File: src/design/merge_pkg.sv
package merge_pkg;

   localparam int KEY_W = 32;
   localparam int PAYLOAD_W = 32;
   localparam int REC_W = KEY_W + PAYLOAD_W;

   typedef logic [KEY_W-1:0] key_t;
   typedef logic [PAYLOAD_W-1:0] payload_t;

   // key sits in the low half so comparisons look at bits 31:0
   typedef logic [REC_W-1:0] record_t;

   // a zero key closes a run, real keys are never zero
   localparam key_t TERM_KEY = '0;
   localparam record_t TERM_REC = {payload_t'(0), TERM_KEY};

   // default sizes, depth must be a power of two
   localparam int DEF_N_LANES = 4;
   localparam int DEF_FIFO_DEPTH = 16;

   function automatic key_t rec_key(input record_t rec);
      return rec[KEY_W-1:0];
   endfunction

   function automatic logic is_term(input record_t rec);
      return rec_key(rec) == TERM_KEY;
   endfunction

endpackage

File: src/design/run_collector.sv
`timescale 1ns/100ps

module run_collector #(
   parameter int N_LANES = merge_pkg::DEF_N_LANES
) (
   input  logic                              i_clk,
   input  logic                              i_rst_n,
   input  merge_pkg::record_t [N_LANES-1:0]  i_lane_rec,
   input  logic [N_LANES-1:0]                i_lane_empty,
   output logic [N_LANES-1:0]                o_lane_pop,
   input  logic                              i_out_ready,
   output merge_pkg::record_t                o_out_rec,
   output logic                              o_out_write
);

   localparam int LW = (N_LANES > 1) ? $clog2(N_LANES) : 1;

   logic [LW-1:0] ptr;
   logic          last_of_run;

   // current lane head goes straight out
   assign o_out_rec   = i_lane_rec[ptr];
   assign o_out_write = i_out_ready && i_rst_n && !i_lane_empty[ptr];
   assign last_of_run = merge_pkg::is_term(o_out_rec);

   for (genvar i = 0; i < N_LANES; i++) begin : g_pop
      assign o_lane_pop[i] = o_out_write && (ptr == LW'(i));
   end

   // stay on one lane for a whole run, then step round-robin
   always_ff @(posedge i_clk) begin
      if (!i_rst_n) begin
         ptr <= '0;
      end else if (o_out_write && last_of_run) begin
         if (ptr == LW'(N_LANES - 1)) begin
            ptr <= '0;
         end else begin
            ptr <= ptr + 1'b1;
         end
      end
   end

endmodule

File: config.mk
export PLATFORM = sky130hd
export DESIGN_NAME = run_collector
export DESIGN_NICKNAME = d
export VERILOG_FILES = /design/src/design/merge_pkg.sv /design/src/design/run_collector.sv
export SDC_FILE = /design/constraint.sdc
export NUM_CORES = 1
export LEC_CHECK = 0
export ABC_AREA = 1
export ABC_CLOCK_PERIOD_IN_PS = 3200
export BUFFER_PORTS_ARGS = -buffer_cell sky130_fd_sc_hd__clkbuf_2
export CORE_AREA = 2 2 127 129
export CTS_CLUSTER_SIZE = 10
export DETAILED_ROUTE_END_ITERATION = 8
export DIE_AREA = 0 0 129 131
export GPL_TIMING_DRIVEN = 0
export MAX_ROUTING_LAYER = met4
export PLACE_DENSITY = 0.49
export SYNTH_ARGS = -nofsm -noshare
export SYNTH_HDL_FRONTEND = slang
export SYNTH_SLANG_ARGS = --single-unit
File: constraint.sdc
create_clock -name i_clk -period 3.2 [get_ports i_clk]
set_input_delay 0.64 -clock i_clk [delete_from_list [all_inputs] [get_ports i_clk]]
set_output_delay 0.64 -clock i_clk [all_outputs]
set_load 0.02 [all_outputs]
==> results.md <==
* Most flops, register: ptr
* Setup-failing EPs final at 0
* Die Ht at 131 microns
* Largest register FFs at 2
* Placed Cells at 1086
* Chain of cells forming the critical path: buf_6 > inv_2 > buf_6 > buf_6 > buf_2 > clkbuf_1 > o21ai_0 > o22ai_1 > clkbuf_2
* Hold Path Class: in2reg
* First-pass GRT wire length at 22290 microns
* Vias in the first global route at 4152
* CP Capture Type: output port
* Slowest cell on the critical path: clkbuf_1
* Mapped cell area at 2411 sq um
* Crit start category: flop
* Fin. Hold Viols at 0
* Synth Area in Compound Gates at 0.2159
* Non-filler instance count after layout at 1089
* Worst-case clock buffer depth at 2
* Most Frequent Cell on Critical Path: buf_6
* Pint at 362.0 uW
* PortBufs at 331
* PD cells at 128.7 nW/um^2
* Via/cell ratio at 4.300
* Area grow syn2layout at 83.03%
* Placement Rows at 46
* Power Total at 568.0 uW
* Sw Share at 0.3626
* Clk pwr share at 0.330
* Largest regs: ptr x2
* Antenna viol nets, final at 0
* Top-Level Pins at 332
* Syn_nets at 806
* Distinct cell type count after synthesis at 17
* Post-Route WL at 15790 microns
* Initial DRC Count at 254
* CTS Buf Count at 3
* Fmax at 330.5 MHz
* Tightest Pin Transition at 0.6275 ns
* Share of layout cells above drive strength 1 at 0.4089
* Core area at 15600 sq um
* # diodes at 0
* CTS Sinks at 2
* Clock Skew at 0.0001572 ns
* Largest family of logic cells by synthesized area: simple AND/OR/NAND/NOR gates
* Die Area at 16900 sq um
* Post-synth top area share at 0.2974
* CP Data Arrival Time at 2.39 ns
* Skew-Pair Late Insertion Delay at 0.22 ns
* Initial Util at 0.1546
* Maximum vdd drop at 78.07 uV
* Tcrit/Tclk final at 0.9456
* Placer Congestion at 0.8932
* Simple-gate share of the synthesized area at 0.5859
* Fillers at 1878
* Via count at 4683
* CP delay by family, top: buffers and inverters
* Multi-input gate area at 1983 sq um
* CP peak stage delay at 0.43 ns
* Worst path bufs/invs at 7
* Synth warn at 0
* Cts-stage hold buffer count at 0
* Sequential share of power at 0.044
* Final HPWL DP at 13130 microns
* Crit Path Max Fanout at 10
* Logic pwr share at 0.626
* Sequential Area at 40.04 sq um
* Slew Limit Fails at 0
* FF+latch count, synth at 2
* Worst Path Class, Setup: reg2out
* Worst slew margin at 0.5817
* Die Wd at 129 microns
* Layout Nets at 1142
* Lkg Pwr at 0.002712 uW
* Net switching power at 206.0 uW
* Max-cap violation count at 0
* RSZ-0062 raised after global routing: no
* Antenna violations before repair at 0
* Status: complete, no violations
* Synth top area cells: nand2_1, nand3_1, nor2_1, o21ai_0, o22ai_1
* Synth Area in XOR/XNOR at 0
* CP Data Required Time at 2.56 ns
* Largest net degree at the start of global routing at 12
* WL/cell at 14.50 microns
* CTS root buf: clkbuf_16
* Mux share of post-synthesis cell area at 0
* Total congestion overflow at 0
* Seq/Total Area, Yosys at 0.01661
* Total track usage at 0.1755
* 1st-pass router iterations at 5
* Mapped Avg Cell Area at 4.473 sq um
* Cells after synthesis at 539
* Adder-Cell Fraction of Synth Area at 0.02076
* DRC viols at 0
* Post-CTS sizing at 0
* CTS H-tree depth at 1
* Crit path time final at 3.026 ns
* Clock transition at path regs at 0.03 ns
* Post-CTS Setup Repair Bufs at 0
* CTS tree: done
* Post-route setup TNS at 0 ns
* Post-synth top area cell: nand2_1
* Final hold slack at 0.6751 ns
* Final core occ at 0.2829
-- synth_stat cells (all sizes together) --
library cell / n
buf: 23
clkbuf: 20
dfxtp: 2
ha: 4
inv: 44
nand2: 191
nand3: 68
nand3b: 1
nand4: 3
nor2: 86
o21ai: 64
o22ai: 32
or2: 1
-- per-stage QoR --
stage	setup slack [ns]	area, sq um
floorplan	0.9553	2411
global placement	0.3758	4338
detailed placement	0.3677	4338
CTS	0.1437	4413
global route	0.02786	4413
finish	0.1742	4413
-- tightest hold or removal path, cell delays in order --
cell and delay, ns:
clkbuf_2 0.11, nand2_1 0.06, nor2_1 0.03
-- power by group through the flow --
stage,registers (uW),clock network [uW],logic [uW]
after global placement,25.4,0,353
after floorplan,25.4,0,139
after global routing,25.1,192,391
after detailed placement,25.4,0,354
after CTS,25.1,190,356
final,25.1,187,356
-- cell families after synthesis --
group / count (synthesis)
AO/OA/AOI/OAI: 96
adder cells (fa/ha/maj): 4
buffers and inverters: 87
flip-flops: 2
AND/OR/NAND/NOR: 350
-- layout by cell type (no fill, tap or decap), drive strengths merged --
| master | count |
|---|---|
| nand2 | 191 |
| nand3b | 1 |
| o22ai | 32 |
| nand4 | 3 |
| buf | 23 |
| dfxtp | 2 |
| or2 | 1 |
| o21ai | 64 |
| ha | 4 |
| clkbuf | 354 |
| nand3 | 68 |
| nor2 | 86 |
| inv | 44 |
-- cell type report --
cell class,count,area share
buffer,43,0.05047
multi-input combinational,450,0.4494
timing repair buffer,331,0.3754
tap,216,0.06124
clock buffer,3,0.01701
inverter,44,0.03743
sequential,2,0.009073
-- final timing paths --
| check | cells after the start | from | slack, ns | endpoint |
|---|---|---|---|---|
| hold reg to reg | 4 | ptr[0]$_SDFFE_PN0P_ | 0.79 | ptr[0]$_SDFFE_PN0P_ |
| setup / recovery | 9 | ptr[0]$_SDFFE_PN0P_ | 0.17 | o_out_rec[58] |
| setup reg to reg | 6 | ptr[1]$_SDFFE_PN0P_ | 1.14 | ptr[1]$_SDFFE_PN0P_ |
| hold / removal | 3 | i_rst_n | 0.68 | ptr[0]$_SDFFE_PN0P_ |
-- metal layers --
| metal | vias up | GRT usage | routed length [microns] |
|---|---|---|---|
| met2 | 194 | 0.3112 | 7963 |
| met1 | 2071 | 0.2196 | 6838 |
| met5 | - | - | 0 |
| met3 | 8 | 0.01914 | 872 |
| met4 | 0 | 0.02685 | 113 |
| li1 | 2410 | - | - |
No activity file was read; power rests on OpenSTA's default activity.
