$ cat src/design/merge_pkg.sv
package merge_pkg;

   localparam int KEY_W = 32;
   localparam int PAYLOAD_W = 32;
   localparam int REC_W = KEY_W + PAYLOAD_W;

   typedef logic [KEY_W-1:0] key_t;
   typedef logic [PAYLOAD_W-1:0] payload_t;

   // key sits in the low half so comparisons look at bits 31:0
   typedef logic [REC_W-1:0] record_t;

   // a zero key closes a run, real keys are never zero
   localparam key_t TERM_KEY = '0;
   localparam record_t TERM_REC = {payload_t'(0), TERM_KEY};

   // default sizes, depth must be a power of two
   localparam int DEF_N_LANES = 4;
   localparam int DEF_FIFO_DEPTH = 16;

   function automatic key_t rec_key(input record_t rec);
      return rec[KEY_W-1:0];
   endfunction

   function automatic logic is_term(input record_t rec);
      return rec_key(rec) == TERM_KEY;
   endfunction

endpackage

$ cat src/design/run_pair_if.sv
`timescale 1ns/100ps

interface run_pair_if;

   // stream A side of one pair
   merge_pkg::record_t a_rec;
   logic               a_push;
   logic               a_full;

   // stream B side of one pair
   merge_pkg::record_t b_rec;
   logic               b_push;
   logic               b_full;

   modport dispatch (
      output a_rec, a_push, b_rec, b_push,
      input  a_full, b_full
   );

   modport lane (
      input  a_rec, a_push, b_rec, b_push,
      output a_full, b_full
   );

endinterface

$ cat src/design/lane_fifo.sv
`timescale 1ns/100ps

module lane_fifo #(
   parameter int DEPTH = merge_pkg::DEF_FIFO_DEPTH
) (
   input  logic               i_clk,
   input  logic               i_rst_n,
   input  merge_pkg::record_t i_data,
   input  logic               i_enq,
   input  logic               i_deq,
   output merge_pkg::record_t o_data,
   output logic               o_empty,
   output logic               o_full
);

   localparam int AW = (DEPTH > 1) ? $clog2(DEPTH) : 1;

   merge_pkg::record_t mem [DEPTH];

   logic [AW-1:0] wr_ptr;
   logic [AW-1:0] rd_ptr;
   logic [AW:0]   count;
   logic          do_enq;
   logic          do_deq;

   assign do_enq = i_enq && !o_full;
   assign do_deq = i_deq && !o_empty;

   // first word falls through
   assign o_data  = mem[rd_ptr];
   assign o_empty = (count == '0);
   assign o_full  = (count == (AW + 1)'(DEPTH));

   always_ff @(posedge i_clk) begin
      if (do_enq) begin
         mem[wr_ptr] <= i_data;
      end
   end

   always_ff @(posedge i_clk) begin
      if (!i_rst_n) begin
         wr_ptr <= '0;
         rd_ptr <= '0;
         count  <= '0;
      end else begin
         if (do_enq) begin
            wr_ptr <= wr_ptr + 1'b1;
         end
         if (do_deq) begin
            rd_ptr <= rd_ptr + 1'b1;
         end
         // pointers wrap naturally since depth is a power of two
         case ({do_enq, do_deq})
            2'b10:   count <= count + 1'b1;
            2'b01:   count <= count - 1'b1;
            default: count <= count;
         endcase
      end
   end

endmodule

$ cat src/design/merge_lane.sv
`timescale 1ns/100ps

module merge_lane #(
   parameter int FIFO_DEPTH = merge_pkg::DEF_FIFO_DEPTH
) (
   input  logic               i_clk,
   input  logic               i_rst_n,
   run_pair_if.lane           pair,
   output merge_pkg::record_t o_out_rec,
   output logic               o_out_empty,
   input  logic               i_out_pop
);

   typedef enum logic {
      ST_MERGE,
      ST_FLUSH
   } state_t;

   state_t             state;
   state_t             next_state;
   merge_pkg::record_t a_head;
   merge_pkg::record_t b_head;
   merge_pkg::key_t    a_key;
   merge_pkg::key_t    b_key;
   logic               a_empty;
   logic               b_empty;
   logic               a_term;
   logic               b_term;
   logic               take_a;
   logic               take_b;
   logic               load;
   merge_pkg::record_t sel_rec;
   merge_pkg::record_t out_reg;
   logic               out_vld;
   logic               out_full;
   logic               advance;

   lane_fifo #(.DEPTH(FIFO_DEPTH)) fifo_a (
      .i_clk   (i_clk),
      .i_rst_n (i_rst_n),
      .i_data  (pair.a_rec),
      .i_enq   (pair.a_push),
      .i_deq   (take_a),
      .o_data  (a_head),
      .o_empty (a_empty),
      .o_full  (pair.a_full)
   );

   lane_fifo #(.DEPTH(FIFO_DEPTH)) fifo_b (
      .i_clk   (i_clk),
      .i_rst_n (i_rst_n),
      .i_data  (pair.b_rec),
      .i_enq   (pair.b_push),
      .i_deq   (take_b),
      .o_data  (b_head),
      .o_empty (b_empty),
      .o_full  (pair.b_full)
   );

   lane_fifo #(.DEPTH(FIFO_DEPTH)) fifo_out (
      .i_clk   (i_clk),
      .i_rst_n (i_rst_n),
      .i_data  (out_reg),
      .i_enq   (out_vld && !out_full),
      .i_deq   (i_out_pop),
      .o_data  (o_out_rec),
      .o_empty (o_out_empty),
      .o_full  (out_full)
   );

   assign a_key  = merge_pkg::rec_key(a_head);
   assign b_key  = merge_pkg::rec_key(b_head);
   assign a_term = merge_pkg::is_term(a_head);
   assign b_term = merge_pkg::is_term(b_head);

   // register is free, or its record drains into fifo_out this cycle
   assign advance = !out_vld || !out_full;

   // compare-select, both heads must be present before anything moves
   always_comb begin
      next_state = state;
      take_a     = 1'b0;
      take_b     = 1'b0;
      load       = 1'b0;
      sel_rec    = a_head;
      if (advance) begin
         case (state)
            ST_MERGE: begin
               if (!a_empty && !b_empty) begin
                  if (a_term && b_term) begin
                     take_a     = 1'b1;
                     take_b     = 1'b1;
                     next_state = ST_FLUSH;
                  end else if (b_term || (!a_term && a_key <= b_key)) begin
                     // ties go to A so the merge stays stable
                     take_a = 1'b1;
                     load   = 1'b1;
                  end else begin
                     take_b  = 1'b1;
                     load    = 1'b1;
                     sel_rec = b_head;
                  end
               end
            end
            ST_FLUSH: begin
               load       = 1'b1;
               sel_rec    = merge_pkg::TERM_REC;
               next_state = ST_MERGE;
            end
            default: next_state = ST_MERGE;
         endcase
      end
   end

   always_ff @(posedge i_clk) begin
      if (load) begin
         out_reg <= sel_rec;
      end
   end

   always_ff @(posedge i_clk) begin
      if (!i_rst_n) begin
         state   <= ST_MERGE;
         out_vld <= 1'b0;
      end else begin
         state <= next_state;
         if (load) begin
            out_vld <= 1'b1;
         end else if (!out_full) begin
            out_vld <= 1'b0;
         end
      end
   end

endmodule

$ cat src/flat_wrapper.sv
// flat-port wrapper written by rule: the top's interface ports become plain ports
module merge_lane_flat 
#(
   parameter int FIFO_DEPTH = merge_pkg::DEF_FIFO_DEPTH
)
  (i_clk, i_rst_n, o_out_rec, o_out_empty, i_out_pop, pair_a_rec, pair_a_push, pair_b_rec, pair_b_push, pair_a_full, pair_b_full);
  run_pair_if pair_i ();
  input  logic i_clk;
  input  logic i_rst_n;
  output merge_pkg::record_t o_out_rec;
  output logic o_out_empty;
  input  logic i_out_pop;
  input wire logic [$bits(pair_i.a_rec)-1:0] pair_a_rec;
  input wire logic [$bits(pair_i.a_push)-1:0] pair_a_push;
  input wire logic [$bits(pair_i.b_rec)-1:0] pair_b_rec;
  input wire logic [$bits(pair_i.b_push)-1:0] pair_b_push;
  output wire logic [$bits(pair_i.a_full)-1:0] pair_a_full;
  output wire logic [$bits(pair_i.b_full)-1:0] pair_b_full;
  assign pair_i.a_rec = pair_a_rec;
  assign pair_i.a_push = pair_a_push;
  assign pair_i.b_rec = pair_b_rec;
  assign pair_i.b_push = pair_b_push;
  assign pair_a_full = pair_i.a_full;
  assign pair_b_full = pair_i.b_full;
  merge_lane #(.FIFO_DEPTH(FIFO_DEPTH)) u_core (.i_clk(i_clk), .i_rst_n(i_rst_n), .pair(pair_i), .o_out_rec(o_out_rec), .o_out_empty(o_out_empty), .i_out_pop(i_out_pop));
endmodule
$ cat config.mk
export PLATFORM = sky130hd
export DESIGN_NAME = merge_lane_flat
export DESIGN_NICKNAME = d
export VERILOG_FILES = /design/src/design/merge_pkg.sv /design/src/design/run_pair_if.sv /design/src/design/lane_fifo.sv /design/src/design/merge_lane.sv /design/src/flat_wrapper.sv
export SDC_FILE = /design/constraint.sdc
export NUM_CORES = 2
export LEC_CHECK = 0
export BUFFER_PORTS_ARGS = -buffer_cell sky130_fd_sc_hd__buf_2
export CAP_MARGIN = 20
export CORE_MARGIN = 2
export CORE_UTILIZATION = 62
export CTS_CLUSTER_SIZE = 8
export DETAILED_ROUTE_END_ITERATION = 6
export GPL_TIMING_DRIVEN = 0
export PLACE_DENSITY = 0.81
export SETUP_SLACK_MARGIN = 0.02
export SYNTH_ARGS = -nofsm -noshare
export SYNTH_HDL_FRONTEND = slang
export SYNTH_SLANG_ARGS = --single-unit
$ cat constraint.sdc
create_clock -name i_clk -period 8.25 [get_ports i_clk]
set_input_delay 1.65 -clock i_clk [delete_from_list [all_inputs] [get_ports i_clk]]
set_output_delay 1.65 -clock i_clk [all_outputs]
set_load 0.01 [all_outputs]
==> flow_summary.yaml <==
status:
  outcome: "finished, violations left"
  violated_checks: "DRC"
placed_design:
  gp_congestion: 0.913
  numPortBuffers: 199
  place_hpwl_um: 206000
timing:
  rsz0062_at_grt: "no"
  final.setup_skew_ns: 0.0564
  max_clock_freq_mhz: 123
  worst_slew_margin_rel_pct: 7.69
  timing.final.max_slew_violations: 0
  period_minus_slack_ns: 8.14
  finalSetupTns_ns: 0
  hold_violations: 0
  setup_viol_count_final: 0
  hold_slack_ns: 0.498
  max_slew.worst_pin.slew_ns: 1.38
  min_period_over_period_pct: 98.6
synth:
  synth_compound_gate_area_share_pct: 1.47
  syn-num-nets: 5382
  mappedNetlistArea_mm2: 0.122
  synth-simple-area-share_pct: 1.35
  synth.yosys.warnings: 0
  synth.distinct_cells: 63
  yosysTopAreaCellShare_pct: 77.2
  netlist.top_cell.by_area: "edfxtp_1"
  synth_xor_xnor_area_share_pct: 0.165
  area_contributors_post_synth: "edfxtp_1, mux4_2, dfxtp_1"
  sequential_fraction_of_the_synthesis_area_pct: 78.1
  synth_area_per_cell_um2: 23.5
  async_reset_ff_share_pct: 0
  syn-instance-count: 5189
  edff_count_synth: 3136
  synth.mux.area_fraction_pct: 17.1
  adder_cell_share_of_the_synthesized_area_pct: 0.628
  dominant_combinational_cell_family_by_area_after_synthesis: "multiplexers"
  synth_seq_cells: 3189
  synth_top_flop_cell: "edfxtp_1"
min_path:
  hold_path_class: "register to register"
critical_path:
  timing.critical_path.required_ns: 9.18
  worstSetupStartpointType: "register"
  endpoint_kind: "register"
  timing_worst_setup_path_type: "register to register"
  timing.critical_path.fanout_max: 19
  critical_path_arrival_ns: 9.06
clock_network:
  cts-buffers-inserted: 448
  cts_buffer_depth: 4
  clock_latency_reported_for_the_late_side_of_the_worst_skew_pair_ns: 1.01
  clk_pin_slew_worst_paths_ns: 0.05
  cts-hold-fix-buffers: 0
  cts_root_buffer: "clkbuf_16"
  cts.htree.levels: 5
  cts_tree: "done"
  cts.sinks: 3189
  cts_setup_buffers: 0
floorplanning:
  floorplan.die.height_um: 447
  placement_rows: 162
  die-width_um: 447
  design.portCount: 200
  coreArea_mm2: 0.195
  initial_utilization_pct: 62.5
  die_area_mm2: 0.200
route:
  drcViolationCount: 1
  ant_nets: 0
  route.vias.total: 65900
  detail_route.iter0.violations: 11900
  avgRoutedWirePerCell_um: 42.2
  first_pass_iters: 7
  wl_um: 372000
  viasPerCell: 7.46
global_route:
  pin_count_of_the_biggest_net_entering_global_routing: 25
  grt_first_pass_wirelength_um: 509000
  antenna_found_initial: 91
  overflow: 0
  vias_in_the_first_global_route: 66700
  groute.usage.overall_pct: 37.0
final_layout:
  final_layout_size_suffix_gt1_share_pct: 31.6
  area_growth_syn_to_layout_pct: 16.9
  layout.nets: 6289
  largest_regs: "u_core.fifo_a.mem: 1024 flops, u_core.fifo_b.mem: 1024 flops, u_core.fifo_out.mem: 1024 flops"
  fill_cells: 9837
power:
  vdd_ir_drop_max_mv: 0.249
  power_per_cell_area_mw_per_mm2: 311
  total_leakage_power_uw: 0.0448
run:
  cap_violations: 0
-- routing by layer --
metal	vias to the layer above	global-route usage, %	share of wire, %
met3	1459	9.24	12
met2	6666	61.8	51
li1	23900	-	-
met1	33800	44.1	30
met5	-	0	0.055
met4	34	21.2	6.8
-- worst paths after layout --
check	start	to	slack, ns	cells past startpoint
setup reg to reg	register	u_core.fifo_a.count[2]	0.11	22
hold reg to reg	u_core.fifo_a.rd_ptr[3]	u_core.fifo_a.rd_ptr[3]	0.50	2
setup / recovery	register	u_core.fifo_a.count[2]	0.11	22
hold / removal	u_core.fifo_a.rd_ptr[3]	u_core.fifo_a.rd_ptr[3]	0.50	2
-- layout make-up --
class | count | area, um^2 | area share [%]
diodes | 55 | 138 | 0.0966
flip-flops and latches | 3189 | 95200 | 66.8
inverters | 64 | 240 | 0.169
multi-input cells | 1671 | 25600 | 18.0
plain buffers | 261 | 1150 | 0.804
well taps | 2624 | 3280 | 2.30
clock buffers | 497 | 11500 | 8.06
repair buffers | 461 | 5210 | 3.66
clock inverters | 11 | 114 | 0.0799
-- cell usage in the layout, fill, tap and decap left out, types with 36 or more instances in the layout --
| cell type | count |
|---|---|
| buf_2 | 230 |
| buf_12 | 88 |
| buf_6 | 95 |
| a21oi_1 | 41 |
| clkbuf_16 | 452 |
| buf_1 | 59 |
| edfxtp_1 | 3136 |
| nor2_1 | 61 |
| ha_1 | 58 |
| buf_8 | 54 |
| nand2_1 | 120 |
| mux2i_1 | 74 |
| dfxtp_1 | 53 |
| diode_2 | 55 |
| nor2_4 | 36 |
| clkbuf_1 | 187 |
| inv_1 | 61 |
| mux4_2 | 887 |
| o22ai_1 | 61 |
-- logic make-up after synthesis --
| kind of cell | Yosys count |
|---|---|
| XOR/XNOR | 23 |
| multiplexers | 977 |
| adder cells (fa/ha/maj) | 60 |
| flip-flops | 3189 |
| AND/OR/NAND/NOR | 349 |
| AO/OA/AOI/OAI | 262 |
| buffers and inverters | 329 |
-- worst max-delay path: stages, from the launching register on --
cell             delay, ns
dfxtp_1               0.48
clkbuf_1              0.62
clkdlybuf4s15_2       0.87
clkbuf_2              0.58
clkbuf_1              0.79
nand2_1               0.10
a31oi_1               0.77
ha_1                  0.38
nor2b_1               0.14
o21a_1                0.16
o21a_1                0.16
o21ai_0               0.19
o211ai_1              0.16
nor3b_1               0.21
o31a_1                0.40
nor2_1                0.15
ha_1                  0.29
clkbuf_1              0.33
xor2_1                0.12
ha_1                  0.26
or4b_2                0.64
a22o_1                0.20
nand4_1               0.07
-- synthesized netlist by cell type, drive strengths merged, types with 5 or more instances --
master,n
nand2,121
nand4,17
nor2b,13
a21oi,42
xor2,17
or3,7
a22o,9
mux2i,74
a21o,19
edfxtp,3136
o21a,8
o21ai,26
nor3,24
clkbuf,147
a31oi,8
nor2,97
buf,118
nand3,13
o22ai,61
o211ai,6
dfxtp,53
or4,5
and2,8
inv,62
nor4,9
mux2,16
mux4,887
nand2b,11
and3,8
ha,58
a22oi,34
a221oi,24
xnor2,6
-- through the flow --
stage	instances	setup slack [ns]	instance area, um^2	total power [uW]	utilization (%)
after global placement	8012	-4.78	126000	27200	64.6
after CTS	8731	0.0828	142000	43800	72.6
after floorplan	5189	1.11	122000	24600	-
after detailed placement	8225	-0.721	130000	27600	66.6
after global routing	8822	0.0321	142000	45200	73.0
final	8833	0.112	142000	44400	73.0
-- repair_timing --
action | in CTS | in global routing
endpoints found under the hold margin | 0 | 0
setup endpoints to repair | 72 | 4
resized for setup | 10 | 0
-- report_power, final --
part,internal (uW),switching [uW]
sequential,19300,913
clock,9600,6580
combinational,3320,4630
total,32300,12100
No activity file was read; power rests on OpenSTA's default activity.
